===== config.mk =====
export PLATFORM = sky130hd
export DESIGN_NAME = ssr_rx_top
export DESIGN_NICKNAME = d
export VERILOG_FILES = /design/src/common/sr_chain_pkg.sv /design/src/common/sr_check_pkg.sv /design/src/hdl/ssr_rx_top.sv /design/src/ssr_rx/ssr_deserializer.sv /design/src/ssr_rx/ssr_frame_latch.sv /design/src/ssr_rx/ssr_parity_checker.sv
export SDC_FILE = /design/constraint.sdc
export NUM_CORES = 1
export LEC_CHECK = 0
export BUFFER_PORTS_ARGS = -buffer_cell sky130_fd_sc_hd__buf_2
export CAP_MARGIN = 25
export CORE_MARGIN = 3
export CORE_UTILIZATION = 57
export DETAILED_ROUTE_END_ITERATION = 7
export HOLD_SLACK_MARGIN = 0.1
export PLACE_DENSITY = 0.79
export SYNTH_ARGS = -nofsm -noshare
export SYNTH_HDL_FRONTEND = slang
export SYNTH_SLANG_ARGS = --single-unit

===== constraint.sdc =====
create_clock -name sr_clock_rx_osc_clk -period 1.6 [get_ports sr_clock_rx_osc_clk]
set_input_delay 0 -clock sr_clock_rx_osc_clk [delete_from_list [all_inputs] [get_ports sr_clock_rx_osc_clk]]
set_output_delay 0 -clock sr_clock_rx_osc_clk [all_outputs]
set_load 0.01 [all_outputs]

===== src/common/sr_chain_pkg.sv =====
//**************************************************
// ssr receive chain widths, field layout and frame struct
//**************************************************
`default_nettype none

package sr_chain_pkg;

  // field widths of the received ssr chain
  localparam int SSR_PCS_W = 81;
  localparam int SSR_RSV_W = 5;
  localparam int SSR_PAR_W = 6;

  // data part is the pcs field with the reserved field above it
  localparam int SSR_DATA_W = SSR_PCS_W + SSR_RSV_W;

  // full chain, parity bits sit on top of the data
  localparam int SSR_FRAME_W = SSR_DATA_W + SSR_PAR_W;

  // pcs status bits from the aib side
  typedef logic [SSR_PCS_W-1:0] ssr_pcs_t;

  // reserved bits
  typedef logic [SSR_RSV_W-1:0] ssr_rsv_t;

  // one even parity bit per data group
  typedef logic [SSR_PAR_W-1:0] ssr_par_t;

  // frame layout, msb first
  // bit 0 of pcs is the first bit on the wire
  typedef struct packed {
    ssr_par_t par;
    ssr_rsv_t rsv;
    ssr_pcs_t pcs;
  } ssr_frame_t;

endpackage

`default_nettype wire


===== src/common/sr_check_pkg.sv =====
//**************************************************
// ssr parity group layout and error flag type
//**************************************************
`default_nettype none

package sr_check_pkg;

  import sr_chain_pkg::*;

  // width of each full parity group
  localparam int PAR_GRP_W = 16;

  // full groups covering the low data bits
  localparam int PAR_FULL_GRPS = SSR_DATA_W / PAR_GRP_W;

  // short group at the top of the data part
  localparam int PAR_LAST_W = SSR_DATA_W - PAR_FULL_GRPS * PAR_GRP_W;

  // one error flag per parity group, bit k for group k
  typedef logic [SSR_PAR_W-1:0] par_err_t;

endpackage

`default_nettype wire


===== src/hdl/ssr_rx_top.sv =====
//**************************************************
// ssr receive top, deserializer, frame latch and checker
//**************************************************
`timescale 1ns/100ps
`default_nettype none

module ssr_rx_top
  import sr_chain_pkg::*;
  import sr_check_pkg::*;
(
  input  wire        sr_clock_rx_osc_clk,
  input  wire        sr_reset_rx_osc_clk_rst_n,
  // aib side
  input  wire        aib_fabric_ssr_data_in,
  input  wire        aib_fabric_ssr_load_in,
  // static config
  input  wire        r_sr_parity_en,
  // fabric side
  output ssr_frame_t ssr_frame,
  output wire        rx_async_hssi_fabric_ssr_load,
  output par_err_t   sr_parity_error_flag
);

  ssr_frame_t chain;
  wire        frame_strobe;

  ssr_deserializer u_deserializer (
    .sr_clock_rx_osc_clk       (sr_clock_rx_osc_clk),
    .sr_reset_rx_osc_clk_rst_n (sr_reset_rx_osc_clk_rst_n),
    .ssr_data_in               (aib_fabric_ssr_data_in),
    .ssr_load                  (aib_fabric_ssr_load_in),
    .chain                     (chain)
  );

  ssr_frame_latch u_frame_latch (
    .sr_clock_rx_osc_clk       (sr_clock_rx_osc_clk),
    .sr_reset_rx_osc_clk_rst_n (sr_reset_rx_osc_clk_rst_n),
    .ssr_load                  (aib_fabric_ssr_load_in),
    .chain                     (chain),
    .frame                     (ssr_frame),
    .load_gated                (rx_async_hssi_fabric_ssr_load),
    .frame_strobe              (frame_strobe)
  );

  // checks the latched frame, not the moving chain
  ssr_parity_checker u_parity_checker (
    .sr_clock_rx_osc_clk       (sr_clock_rx_osc_clk),
    .sr_reset_rx_osc_clk_rst_n (sr_reset_rx_osc_clk_rst_n),
    .frame                     (ssr_frame),
    .frame_strobe              (frame_strobe),
    .r_sr_parity_en            (r_sr_parity_en),
    .parity_error              (sr_parity_error_flag)
  );

endmodule

`default_nettype wire


===== src/ssr_rx/ssr_deserializer.sv =====
//**************************************************
// ssr serial to parallel shift chain
//**************************************************
`timescale 1ns/100ps
`default_nettype none

module ssr_deserializer
  import sr_chain_pkg::*;
(
  input  wire        sr_clock_rx_osc_clk,
  input  wire        sr_reset_rx_osc_clk_rst_n,
  input  wire        ssr_data_in,
  input  wire        ssr_load,
  output ssr_frame_t chain
);

  logic [SSR_FRAME_W-1:0] shift_next;

  // new bit enters at the msb and walks down
  // after a full frame the first wire bit sits in bit 0
  assign shift_next = {ssr_data_in, chain[SSR_FRAME_W-1:1]};

  always_ff @(posedge sr_clock_rx_osc_clk)
  begin
    if (!sr_reset_rx_osc_clk_rst_n)
    begin
      chain <= '0;
    end
    else if (!ssr_load)
    begin
      chain <= ssr_frame_t'(shift_next);
    end
    // hold during the load cycle
  end

endmodule

`default_nettype wire


===== src/ssr_rx/ssr_frame_latch.sv =====
//**************************************************
// ssr frame latch, first load gating and frame strobe
//**************************************************
`timescale 1ns/100ps
`default_nettype none

module ssr_frame_latch
  import sr_chain_pkg::*;
(
  input  wire        sr_clock_rx_osc_clk,
  input  wire        sr_reset_rx_osc_clk_rst_n,
  input  wire        ssr_load,
  input  ssr_frame_t chain,
  output ssr_frame_t frame,
  output logic       load_gated,
  output logic       frame_strobe
);

  logic load_dly;
  logic gate_open;

  // capture on every raw load so the fabric sees the latest frame
  always_ff @(posedge sr_clock_rx_osc_clk)
  begin
    if (!sr_reset_rx_osc_clk_rst_n)
    begin
      frame <= '0;
    end
    else if (ssr_load)
    begin
      frame <= chain;
    end
  end

  // delayed load for falling edge detect
  always_ff @(posedge sr_clock_rx_osc_clk)
  begin
    if (!sr_reset_rx_osc_clk_rst_n)
    begin
      load_dly <= 1'b0;
    end
    else
    begin
      load_dly <= ssr_load;
    end
  end

  // sticky, opens once the first load has fallen
  // the first pulse may carry a partial chain
  always_ff @(posedge sr_clock_rx_osc_clk)
  begin
    if (!sr_reset_rx_osc_clk_rst_n)
    begin
      gate_open <= 1'b0;
    end
    else if (!gate_open)
    begin
      gate_open <= load_dly && !ssr_load;
    end
  end

  assign load_gated = ssr_load & gate_open;

  // frame holds the new data while the strobe is high
  always_ff @(posedge sr_clock_rx_osc_clk)
  begin
    if (!sr_reset_rx_osc_clk_rst_n)
    begin
      frame_strobe <= 1'b0;
    end
    else
    begin
      frame_strobe <= load_gated;
    end
  end

endmodule

`default_nettype wire


===== src/ssr_rx/ssr_parity_checker.sv =====
//**************************************************
// ssr check qualifier, group parity checks, masked flags
//**************************************************
`timescale 1ns/100ps
`default_nettype none

module ssr_parity_checker
  import sr_chain_pkg::*;
  import sr_check_pkg::*;
(
  input  wire        sr_clock_rx_osc_clk,
  input  wire        sr_reset_rx_osc_clk_rst_n,
  input  ssr_frame_t frame,
  input  wire        frame_strobe,
  input  wire        r_sr_parity_en,
  output par_err_t   parity_error
);

  logic [SSR_DATA_W-1:0] data;
  logic                  qualifier_dly0;
  logic                  qualifier;
  par_err_t              mismatch;
  par_err_t              error_q;

  assign data = {frame.rsv, frame.pcs};

  // first strobe after the gate opens, kept as a sticky level
  always_ff @(posedge sr_clock_rx_osc_clk)
  begin
    if (!sr_reset_rx_osc_clk_rst_n)
    begin
      qualifier_dly0 <= 1'b0;
    end
    else if (!qualifier_dly0)
    begin
      qualifier_dly0 <= frame_strobe;
    end
  end

  // armed on the second strobe
  always_ff @(posedge sr_clock_rx_osc_clk)
  begin
    if (!sr_reset_rx_osc_clk_rst_n)
    begin
      qualifier <= 1'b0;
    end
    else if (!qualifier)
    begin
      qualifier <= frame_strobe && qualifier_dly0;
    end
  end

  // even parity per group against the received parity bit
  always_comb
  begin
    for (int k = 0; k < PAR_FULL_GRPS; k++)
    begin
      mismatch[k] = (^data[k*PAR_GRP_W +: PAR_GRP_W]) ^ frame.par[k];
    end
    // short group at the top
    mismatch[SSR_PAR_W-1] = (^data[SSR_DATA_W-1 -: PAR_LAST_W]) ^ frame.par[SSR_PAR_W-1];
  end

  always_ff @(posedge sr_clock_rx_osc_clk)
  begin
    if (!sr_reset_rx_osc_clk_rst_n)
    begin
      error_q <= '0;
    end
    else if (frame_strobe && qualifier)
    begin
      error_q <= mismatch;
    end
  end

  assign parity_error = error_q & {SSR_PAR_W{r_sr_parity_en}};

endmodule

`default_nettype wire


Word-level counts from Yosys, hierarchy flattened
Cells that the tools add are included.
- flip-flop bits (word level): 195
- bits of input ports: 5
- output and inout bits: 99
- logic and storage cells: 33
- muxes and demuxes: 3
- bitwise logic cells: 8
- reduce and logical (&&, ||, !) cells: 10
- operators with widths (operator ; number):
    16-bit XOR reduction ; 5
    6-bit AND ; 1
    6-bit XOR reduction ; 1
    1-bit bitwise XOR ; 6
    1-bit logical AND ; 3
    1-bit two-way mux ; 3
    1-bit AND ; 1
    1-bit logical NOT ; 1

Longest topological paths before layout
Gate-level depths: netlist of run 1.
- depth in word-level cells: 3
- gate-level depth with buffers: 5
- depth with buffers taken out: 5

Hierarchy
From an unflattened synthesis of run 1, not the netlist that was laid out.
- cells, all modules: 713
- area total of the unflattened synthesis: 8269.2 um^2
- by module, submodules not included (module ; times used ; cells an instance ; area an instance (um^2) ; seq. area each (um^2)):
    ssr_frame_latch ; 1 ; 305 ; 3604.7 ; 1901.8
    ssr_deserializer ; 1 ; 296 ; 3555.9 ; 1841.8
    ssr_parity_checker ; 1 ; 112 ; 1108.6 ; 160.2

Worst setup path after synthesis of run 1
No wires, ideal clock.
- path kind: register to register
- start: register, netlist name u_frame_latch.frame[14]
- end: register u_parity_checker.error_q[0]
- library setup time: 0.130 ns
- arrival: 1.293 ns
- data required time: 1.470 ns
- setup slack: 0.176 ns
- cell stages (with the launch flop): 6
- buffers on the path: 0
- clock period less this slack: 1.424 ns
- cell sequence: dfxtp_1 > xor2_1 > xnor2_1 > xnor3_1 > xnor2_1 > a21oi_1
- word-level cells in the longest chain between the ends: 2
- ends and longest elaborated chain (item ; line ; source):
    16-bit XOR reduction ; ssr_parity_checker.sv:58 ; mismatch[k] = (^data[k*PAR_GRP_W +: PAR_GRP_W]) ^ frame.par[k];
    1-bit bitwise XOR ; ssr_parity_checker.sv:58 ;
    end signal, assigned ; ssr_parity_checker.sv:72 ; error_q <= mismatch;
    end, declared ; ssr_parity_checker.sv:23 ; par_err_t error_q;
Every way passes these cells.
A chain may end at the register's enable or synchronous reset.

Final worst setup path of run 1
- start: register, netlist name u_frame_latch.frame[29]
- end: register u_parity_checker.error_q[1]
- word-level cells in the longest chain between the ends: 2
- ends and longest elaborated chain (item ; line):
    16-bit XOR reduction ; ssr_parity_checker.sv:58
    1-bit bitwise XOR ; ssr_parity_checker.sv:58
Every way passes these cells.

==> results of run 1 <==
per-layer routing:
metal | part of all wire (%) | track usage [%]
met5 | 0 | 0
met1 | 45 | 23.57
met4 | 1.1 | 7.050
met2 | 48 | 31.87
met3 | 5.4 | 5.767
cell usage after synthesis:
cell type / n
dfxtp_1: 195
a21boi_0: 184
nand2b_1: 174
nand2_1: 92
xnor2_1: 64
clkbuf_1: 49
xor2_1: 12
or2b_1: 10
and2_1: 9
a21oi_1: 6
o21ai_0: 5
xnor3_1: 5
buf_2: 4
nor2b_1: 3
o21a_1: 2
and3_1: 1
mux2i_1: 1
worst min-delay path by stage:
stage	endpoint	start	slack (ns)
2_1_floorplan	sr_parity_error_flag[0]	r_sr_parity_en	0.15
5_1_grt	sr_parity_error_flag[4]	r_sr_parity_en	0.46
4_1_cts	sr_parity_error_flag[3]	r_sr_parity_en	0.42
3_5_place_dp	u_deserializer.chain[91]$_SDFFE_PN0N_	aib_fabric_ssr_data_in	0.33
6_report	sr_parity_error_flag[3]	r_sr_parity_en	0.42
3_3_place_gp	u_deserializer.chain[91]$_SDFFE_PN0N_	aib_fabric_ssr_data_in	0.29
worst register-to-register path, stage by stage (launching register included):
cell	delay (ns)
dfxtp_1	0.35
xor2_1	0.17
xnor2_1	0.15
xnor3_1	0.43
xnor2_1	0.19
a21oi_1	0.10
sequential cells by signal, indices dropped and copies added, names as in the netlist:
register	cells
u_frame_latch.frame	92
u_deserializer.chain	92
u_frame_latch.frame_strobe	1
u_frame_latch.load_dly	1
u_parity_checker.qualifier_dly0	1
u_parity_checker.qualifier	1
u_frame_latch.gate_open	1
u_parity_checker.error_q	6
power by group through the flow:
stage                     logic [mW]  registers, mW  clock network, mW
final                          0.310           4.87               4.01
after global routing           0.339           4.86               4.30
after CTS                      0.310           4.86               4.11
after detailed placement       0.304           4.97                  0
after global placement         0.300           4.97                  0
after floorplan                0.246           4.97                  0
metrics by stage:
step	util, %	setup slack [ns]
after detailed placement	63.90	0.08577
after global placement	63.90	0.1936
after floorplan	-	0.1763
final	68.33	0.1055
after global routing	68.33	0.02544
after CTS	68.26	0.06972
repair_timing:
action / 4_1_cts / 5_1_grt
resized for setup: 0 / 4
endpoints found under the setup margin: 0 / 2
hold endpoints to repair: 71 / 0
hold buffers: 3 / 0
area by class of cell:
type	instances	area [µm²]
fillers	1080	4260
multi-input cells	568	3830
well taps	176	220.2
flip-flops and latches	195	3905
clock buffers	26	509.2
repair buffers	115	680.7
clock inverters	4	47.55
logic make-up after synthesis:
kind of cell / synth area share (%)
AO/OA/AOI/OAI: 18.28
XOR/XNOR: 9.805
buffers and inverters: 2.569
flip-flops: 49.18
multiplexers: 0.1261
AND/OR/NAND/NOR: 20.03
==> impl_metrics.json, run 1 <==
{
  "grt_pass1_wl_mm": 23.42,
  "core_region_area_um2": 13450,
  "holdWs_ns": 0.4177,
  "grtUsageTotal_pct": 19.18,
  "synth_top_area_share_pct": 49.18,
  "p_per_area_nw_per_um2": 999.1,
  "via_count": 5428,
  "total_power_mw": 9.185,
  "crit_top_cell": "xnor2_1",
  "cts_tree": "yes",
  "syn_nets": 821,
  "fin_crit_sh_pct": 93.41,
  "die_height_um": 124.0,
  "slew_headroom_pct": 75.43,
  "syn_inst": 816,
  "layout_common_cells": "dfxtp_1, a21boi_0, nand2b_1, buf_2, nand2_1",
  "io_buffers": 103,
  "dr.pass1.iters": 5,
  "end_kind": "flip-flop",
  "pwr-share-seq_pct": 53.0,
  "regToRegStartpoint": "u_frame_latch.frame[29]$_SDFFE_PN0P_",
  "tns_ns": 0,
  "p_leak_nw": 3.443,
  "cts.sinks": 195,
  "max_freq_mhz": 669.1,
  "synthTopCellsByArea": "dfxtp_1, a21boi_0, nand2b_1, xnor2_1, nand2_1",
  "switching_share_pct": 19.90,
  "ys_ff_latch": 195,
  "period_needed_ns": 1.495,
  "clock_path_buffers": 2,
  "place_congestion": 0.7585,
  "dieArea_um2": 15380,
  "critPathKind": "flip-flop to flip-flop",
  "cpLargestDelayFamily": "XOR/XNOR gates",
  "netlist_area_um2": 7938,
  "ant_nets": 0,
  "ys_types": 17,
  "cp.arrival_ns": 1.80,
  "mostFrequentLayoutCell": "dfxtp_1",
  "route.detailed.drc": 0,
  "num_io_pins": 104,
  "rsz0062_at_grt": "false",
  "rows": 42,
  "diodes": 0,
  "instances_no_fill": 1084,
  "hold_violations": 0,
  "setup_viol": 0,
  "postCtsSetupRepairBufs": 0,
  "cts-root-buf": "clkbuf_16",
  "nNetsFinal": 902,
  "dpl_cell_area_um2": 8596,
  "fp.dieW_um": 124.0,
  "pwr-share-clk_pct": 43.6,
  "cp_slowest_cell": "xnor3_1",
  "dp.cells": 1051,
  "critPathBufInv": 0,
  "r2r_setup_slack_ns": 0.11,
  "initial_core_util_pct": 59.00,
  "clkTransAtPathRegs_ns": 0.06,
  "area_delta_synth_final_pct": 15.81,
  "ir_worst_vdd_mv": 0.7453,
  "routed_wl_mm": 14.32,
  "comb_power_share_pct": 3.4,
  "switching_power_mw": 1.828,
  "grt-ovfl-total": 0,
  "run_status": "finished, final reports clean",
  "wire_per_inst_um": 13.21,
  "start_kind": "flip-flop",
  "crit_end": "u_parity_checker.error_q[1]$_SDFFE_PN0P_",
  "crit_cells": 5,
  "worst_clock_skew_ns": 0.005081,
  "required_ns": 1.90,
  "cp-startpoint": "u_frame_latch.frame[29]$_SDFFE_PN0P_",
  "worst_pin_slew_ns": 0.3686,
  "seq_area_frac_synth_pct": 49.18,
  "drv_slew": 0,
  "intPower_mw": 7.356,
  "avgSynthCellArea_um2": 9.727,
  "rr_endpoint": "u_parity_checker.error_q[1]$_SDFFE_PN0P_",
  "yosys_warnings": 0,
  "place_hpwl_mm": 9.806,
  "grt_max_degree": 87,
  "cts_made_buffers": 17,
  "postLayoutCellArea_um2": 9193,
  "drt_iter0_drc": 283,
  "maxCapViolations": 0,
  "synth_top_area_cell": "dfxtp_1",
  "hold_class": "input port to primary output",
  "worstPathMaxFanout": 3,
  "clk_latency_ns": 0.42,
  "slowest_delay_ns": 0.43,
  "htreeDepth": 4,
  "whs_path_depth": 3,
  "vias_per_cell": 5.007,
  "antenna_found_initial": 0,
  "drive_above_1_share_pct": 15.31,
  "cp_cell_sequence": "xor2_1 -> xnor2_1 -> xnor3_1 -> xnor2_1 -> a21oi_1",
  "rr_worst_depth": 5,
  "grt_pass1_vias": 5117
}
Power figures use the tool's default switching activity.
==> run 2: changes to the inputs <==
--- a/config.mk
+++ b/config.mk
@@ -7,11 +7,12 @@
 export LEC_CHECK = 0
 export BUFFER_PORTS_ARGS = -buffer_cell sky130_fd_sc_hd__buf_2
 export CAP_MARGIN = 25
-export CORE_MARGIN = 3
+export CORE_MARGIN = 2
 export CORE_UTILIZATION = 57
 export DETAILED_ROUTE_END_ITERATION = 7
 export HOLD_SLACK_MARGIN = 0.1
 export PLACE_DENSITY = 0.79
+export SETUP_SLACK_MARGIN = 0.15
 export SYNTH_ARGS = -nofsm -noshare
 export SYNTH_HDL_FRONTEND = slang
 export SYNTH_SLANG_ARGS = --single-unit
==> impl_metrics.json, run 2 (synthesized netlist as in run 1, its figures left out) <==
{
  "run_status": "finished, final reports clean",
  "m1WireLength_mm": 7.142,
  "min_to": "u_deserializer.chain[84]$_SDFFE_PN0N_",
  "layout_common_cells": "a21boi_0, dfxtp_1, nand2b_1, buf_2, nand2_1",
  "place_hpwl_mm": 9.691,
  "hold_violations": 0,
  "antenna_found_initial": 0,
  "dr.pass1.iters": 4,
  "r2r_setup_slack_ns": 0.09,
  "switching_share_pct": 20.76,
  "p_per_area_nw_per_um2": 964.7,
  "slowest_delay_ns": 0.37,
  "largest_registers": "u_deserializer.chain: 92 flops, u_frame_latch.frame: 92 flops, u_parity_checker.error_q: 6 flops",
  "multiInputGateArea_um2": 3890,
  "cp.arrival_ns": 1.82,
  "pwr-share-seq_pct": 52.4,
  "cts_made_buffers": 17,
  "cts-root-buf": "clkbuf_16",
  "num_io_pins": 104,
  "rr_worst_depth": 5,
  "diodes": 0,
  "met3_length_um": 827,
  "mostFrequentLayoutCell": "a21boi_0",
  "fin_crit_sh_pct": 94.26,
  "start_kind": "flip-flop",
  "clk_latency_ns": 0.42,
  "vias_per_cell": 5.064,
  "dpl_cell_area_um2": 8606,
  "clock_path_buffers": 2,
  "via_count": 5661,
  "ant_nets": 0,
  "met2_length_mm": 7.535,
  "dp_slack_ns": 0.1394,
  "p_leak_nw": 3.607,
  "hold_path_startpoint": "aib_fabric_ssr_load_in",
  "regToRegStartpoint": "u_frame_latch.frame[68]$_SDFFE_PN0P_",
  "cp_slowest_cell": "xnor3_1",
  "maxCapViolations": 0,
  "max_freq_mhz": 663.0,
  "area_delta_synth_final_pct": 21.20,
  "fp.dieW_um": 122.0,
  "critPathBufInv": 0,
  "hold_class": "input port to flip-flop",
  "grt-ovfl-total": 0,
  "rsz0062_at_grt": "true",
  "cp_cell_sequence": "xnor2_1 -> xnor2_1 -> xnor3_1 -> xnor2_1 -> a21oi_1",
  "crit_top_cell": "xnor2_1",
  "ir_worst_vdd_mv": 0.7826,
  "drive_above_1_share_pct": 18.23,
  "io_buffers": 103,
  "fillCellCount": 1054,
  "htreeDepth": 4,
  "fin_ws_ns": 0.09181,
  "ff_latch_area_um2": 3928,
  "topRoutingLayerUsed": "met4",
  "slew_headroom_pct": 51.47,
  "end_kind": "flip-flop",
  "core_region_area_um2": 13720,
  "route.detailed.drc": 0,
  "routed_wl_mm": 15.92,
  "whs_path_depth": 4,
  "dieArea_um2": 14890,
  "worst_clock_skew_ns": 0.008238,
  "critPathKind": "flip-flop to flip-flop",
  "setup_viol": 0,
  "wire_per_inst_um": 14.24,
  "instances_no_fill": 1118,
  "postLayoutCellArea_um2": 9620,
  "rows": 43,
  "grt_pass1_vias": 5326,
  "drt_iter0_drc": 300,
  "required_ns": 1.91,
  "clkTransAtPathRegs_ns": 0.07,
  "rr_endpoint": "u_parity_checker.error_q[4]$_SDFFE_PN0P_",
  "pwr-share-clk_pct": 43.6,
  "cts.sinks": 195,
  "tns_ns": 0,
  "grtUsageTotal_pct": 21.13,
  "dp.cells": 1054,
  "grt_pass1_wl_mm": 24.93,
  "grt_max_degree": 93,
  "switching_power_mw": 1.927,
  "drv_slew": 0,
  "cpLargestDelayFamily": "XOR/XNOR gates",
  "intPower_mw": 7.354,
  "period_needed_ns": 1.508,
  "cts_tree": "yes",
  "initial_core_util_pct": 57.86,
  "worst_pin_slew_ns": 0.7256,
  "worstPathMaxFanout": 3,
  "place_congestion": 0.7592,
  "postCtsSetupRepairBufs": 0,
  "nNetsFinal": 930,
  "die_height_um": 122.0,
  "comb_power_share_pct": 4.0
}
==> run 2: cell types whose count changed in the layout (fill, tap and decap cells not counted), moves of 2 or more <==
cell	before	now
dlygate4sd3_1	3	27
xnor2_2	0	8
clkbuf_1	4	1
clkinv_2	2	7
buf_4	6	4
dlymetal6s4s_1	0	3
dfxtp_1	194	176
clkbuf_16	17	19
dfxtp_2	1	19
xnor2_1	64	56
==> run 2: power by group through the flow <==
stage / Sequential, mW / Combinational [mW] / Clock, mW
2_1_floorplan: 4.97 / 0.246 / 0
3_3_place_gp: 4.97 / 0.301 / 0
3_5_place_dp: 4.97 / 0.307 / 0
4_1_cts: 4.86 / 0.350 / 4.11
5_1_grt: 4.86 / 0.399 / 4.33
6_report: 4.86 / 0.373 / 4.04
==> run 2: layer usage <==
metal  up-vias  GRT usage [%]
li1       2871              -
met1      2658          26.17
met2       104          34.15
met3        28          5.899
met4         0          9.914
met5         -              0
==> run 2: through the flow <==
step                util [%]  power, mW  hold slack [ns]
floorplan                  -      5.220           0.1498
CTS                    69.06      9.328           0.1010
finish                 70.12      9.281           0.1085
global route           70.12      9.590           0.1246
global placement       62.73      5.276           0.2960
detailed placement     62.73      5.282           0.3130
==> run 2: worst max path at each step <==
stage,startpoint,end,slack [ns],depth (start not counted)
CTS,u_frame_latch.frame[77]$_SDFFE_PN0P_,u_parity_checker.error_q[4]$_SDFFE_PN0P_,0.11,5
finish,u_frame_latch.frame[68]$_SDFFE_PN0P_,u_parity_checker.error_q[4]$_SDFFE_PN0P_,0.09,5
floorplan,u_frame_latch.frame[14]$_SDFFE_PN0P_,u_parity_checker.error_q[0]$_SDFFE_PN0P_,0.18,5
detailed placement,u_frame_latch.frame[14]$_SDFFE_PN0P_,u_parity_checker.error_q[0]$_SDFFE_PN0P_,0.14,5
global placement,u_frame_latch.frame[46]$_SDFFE_PN0P_,u_parity_checker.error_q[2]$_SDFFE_PN0P_,0.21,5
global route,u_frame_latch.frame[57]$_SDFFE_PN0P_,u_parity_checker.error_q[3]$_SDFFE_PN0P_,0.05,5
==> run 2: layout make-up <==
| type | count | area share (%) |
|---|---|---|
| Clock inverter | 10 | 0.8454 |
| Tap cell | 180 | 2.341 |
| Timing Repair Buffer | 143 | 10.52 |
| Sequential cell | 195 | 40.82 |
| Clock buffer | 22 | 5.033 |
| Multi-Input combinational cell | 568 | 40.43 |
==> run 2: what timing repair did <==
item | 4_1_cts | 5_1_grt
hold buffers | 30 | 0
endpoints found under the setup margin | 4 | 9
hold endpoints to repair | 66 | 0
cloned | 0 | 2
pin swaps | 3 | 20
resized for setup | 2 | 30
==> run 2: tightest hold or removal path, cell delays in order <==
cell and delay, ns:
buf_6 0.13, buf_16 0.17, nand2_1 0.08, a21boi_0 0.08
==> run 3: changes to the inputs <==
--- a/config.mk
+++ b/config.mk
@@ -7,11 +7,12 @@
 export LEC_CHECK = 0
 export BUFFER_PORTS_ARGS = -buffer_cell sky130_fd_sc_hd__buf_2
 export CAP_MARGIN = 25
+export CELL_PAD_IN_SITES_DETAIL_PLACEMENT = 0
+export CELL_PAD_IN_SITES_GLOBAL_PLACEMENT = 1
 export CORE_MARGIN = 2
-export CORE_UTILIZATION = 57
+export CORE_UTILIZATION = 44
 export DETAILED_ROUTE_END_ITERATION = 7
-export HOLD_SLACK_MARGIN = 0.1
-export PLACE_DENSITY = 0.79
+export PLACE_DENSITY_LB_ADDON = 0.1
 export SETUP_SLACK_MARGIN = 0.15
 export SYNTH_ARGS = -nofsm -noshare
 export SYNTH_HDL_FRONTEND = slang
==> impl_metrics.json, run 3 (synthesized netlist as in run 1, its figures left out) <==
{
  "run_status": "finished, final reports clean",
  "hold_violations": 0,
  "slew_headroom_pct": 66.27,
  "via_count": 5401,
  "maxCapViolations": 0,
  "critPathKind": "flip-flop to flip-flop",
  "num_io_pins": 104,
  "dr.pass1.iters": 4,
  "max_freq_mhz": 686.7,
  "rows": 49,
  "drive_above_1_share_pct": 19.98,
  "hold_class": "input port to flip-flop",
  "rsz0062_at_grt": "true",
  "core_region_area_um2": 17840,
  "route.detailed.drc": 0,
  "multiInputGateArea_um2": 3958,
  "io_buffers": 103,
  "clkTransAtPathRegs_ns": 0.07,
  "initial_core_util_pct": 44.49,
  "area_delta_synth_final_pct": 19.59,
  "start_kind": "flip-flop",
  "die_height_um": 138.3,
  "clk_latency_ns": 0.42,
  "place_congestion": 0.6882,
  "fillCellCount": 1625,
  "grt_max_degree": 81,
  "place_hpwl_mm": 10.13,
  "ir_worst_vdd_mv": 0.7544,
  "cp_slowest_cell": "xnor3_1",
  "fin_crit_sh_pct": 91.02,
  "largest_registers": "u_deserializer.chain: 92 flops, u_frame_latch.frame: 92 flops, u_parity_checker.error_q: 6 flops",
  "instances_no_fill": 1145,
  "dieArea_um2": 19130,
  "regToRegStartpoint": "u_frame_latch.frame[29]$_SDFFE_PN0P_",
  "period_needed_ns": 1.456,
  "dp.cells": 1107,
  "holdWs_ns": 0.05261,
  "drv_slew": 0,
  "hold_path_startpoint": "aib_fabric_ssr_load_in",
  "grt_pass1_vias": 5249,
  "dpl_cell_area_um2": 8697,
  "p_leak_nw": 3.518,
  "routed_wl_mm": 14.93,
  "tns_ns": 0,
  "rr_worst_depth": 5,
  "drt_iter0_drc": 192,
  "vias_per_cell": 4.717,
  "slowest_delay_ns": 0.45,
  "diodes": 0,
  "whs_path_depth": 3,
  "htreeDepth": 4,
  "cts_made_buffers": 17,
  "grt-ovfl-total": 0,
  "setup_viol": 0,
  "min_to": "u_frame_latch.frame[26]$_SDFFE_PN0P_",
  "antenna_found_initial": 0,
  "end_kind": "flip-flop",
  "wire_per_inst_um": 13.04,
  "worst_pin_slew_ns": 0.5060,
  "worst_clock_skew_ns": 0.006868,
  "worstPathMaxFanout": 2,
  "nNetsFinal": 908,
  "required_ns": 1.91,
  "cp.arrival_ns": 1.77,
  "mostFrequentLayoutCell": "a21boi_0",
  "p_per_area_nw_per_um2": 994.2,
  "clock_path_buffers": 2,
  "ff_latch_area_um2": 3933,
  "fp.dieW_um": 138.3,
  "cts-root-buf": "clkbuf_16",
  "layout_common_cells": "a21boi_0, nand2b_1, dfxtp_1, buf_2, nand2_1",
  "grt_pass1_wl_mm": 25.18,
  "r2r_setup_slack_ns": 0.14,
  "cts_tree": "yes",
  "grtUsageTotal_pct": 15.86,
  "total_power_mw": 9.438,
  "rr_endpoint": "u_parity_checker.error_q[1]$_SDFFE_PN0P_",
  "ant_nets": 0,
  "cts.sinks": 195,
  "cp_cell_sequence": "xor2_1 -> xnor2_1 -> xnor3_1 -> xnor2_2 -> a21oi_1",
  "postLayoutCellArea_um2": 9493
}
-- run 3: changes by cell type in the layout (fill, tap and decap cells not counted), moves of 3 or more --
cell            previous run  this run
clkbuf_8                   4         1
xnor2_2                    8        15
clkbuf_1                   1         5
dlymetal6s4s_1             3         0
clkinv_2                   7         3
buf_4                      4        11
xnor2_1                   56        49
dlygate4sd3_1             27         3
-- run 3: what timing repair did --
action                                  in CTS  in global routing
endpoints found under the setup margin       5                  5
hold endpoints to repair                     9                  0
gates cloned                                 0                  0
hold buffers                                 3                  0
gates resized for setup                     14                 25
setup buffers                                2                  1
pin swaps                                   18                 17
-- run 3: metrics by stage --
step                      utilization (%)  worst slack (ns)
after global routing                53.21           0.04007
after detailed placement            48.75            0.1151
final                               53.21            0.1437
after floorplan                         -            0.1763
after global placement              48.75            0.1848
after CTS                           52.53            0.1277
-- run 3: routing by layer --
| layer | vias up | wire [µm] | GRT usage [%] |
|---|---|---|---|
| met5 | - | 0 | 0 |
| met4 | 0 | 190 | 5.585 |
| met3 | 16 | 574 | 3.949 |
| met2 | 73 | 6850 | 25.56 |
| met1 | 2483 | 7313 | 20.84 |
| li1 | 2829 | - | - |
-- run 3: final cells by class --
type	count	share of cell area (%)
multi-input combinational	568	41.69
timing repair buffer	121	7.684
tap	229	3.018
clock buffer	23	4.824
sequential	195	41.43
clock inverter	9	1.358
-- run 3: worst max path at each step --
stage,from,endpoint,cells after the start
2_1_floorplan,u_frame_latch.frame[14]$_SDFFE_PN0P_,u_parity_checker.error_q[0]$_SDFFE_PN0P_,5
3_3_place_gp,u_frame_latch.frame[30]$_SDFFE_PN0P_,u_parity_checker.error_q[1]$_SDFFE_PN0P_,5
3_5_place_dp,u_frame_latch.frame[23]$_SDFFE_PN0P_,u_parity_checker.error_q[1]$_SDFFE_PN0P_,5
4_1_cts,u_frame_latch.frame[29]$_SDFFE_PN0P_,u_parity_checker.error_q[1]$_SDFFE_PN0P_,5
5_1_grt,u_frame_latch.frame[30]$_SDFFE_PN0P_,u_parity_checker.error_q[1]$_SDFFE_PN0P_,5
6_report,u_frame_latch.frame[29]$_SDFFE_PN0P_,u_parity_checker.error_q[1]$_SDFFE_PN0P_,5
-- run 3: power by group --
group	switching (mW)	total [mW]	internal [mW]
logic	0.153	0.320	0.166
registers	0.00469	4.86	4.86
clock network	1.76	4.26	2.50
-- run 3: critical path: cells and delay by family (launching register included) --
kind | cells | cell delay, ns
XOR/XNOR | 4 | 0.94
AO/OA/AOI/OAI | 1 | 0.07
flip-flops | 1 | 0.33
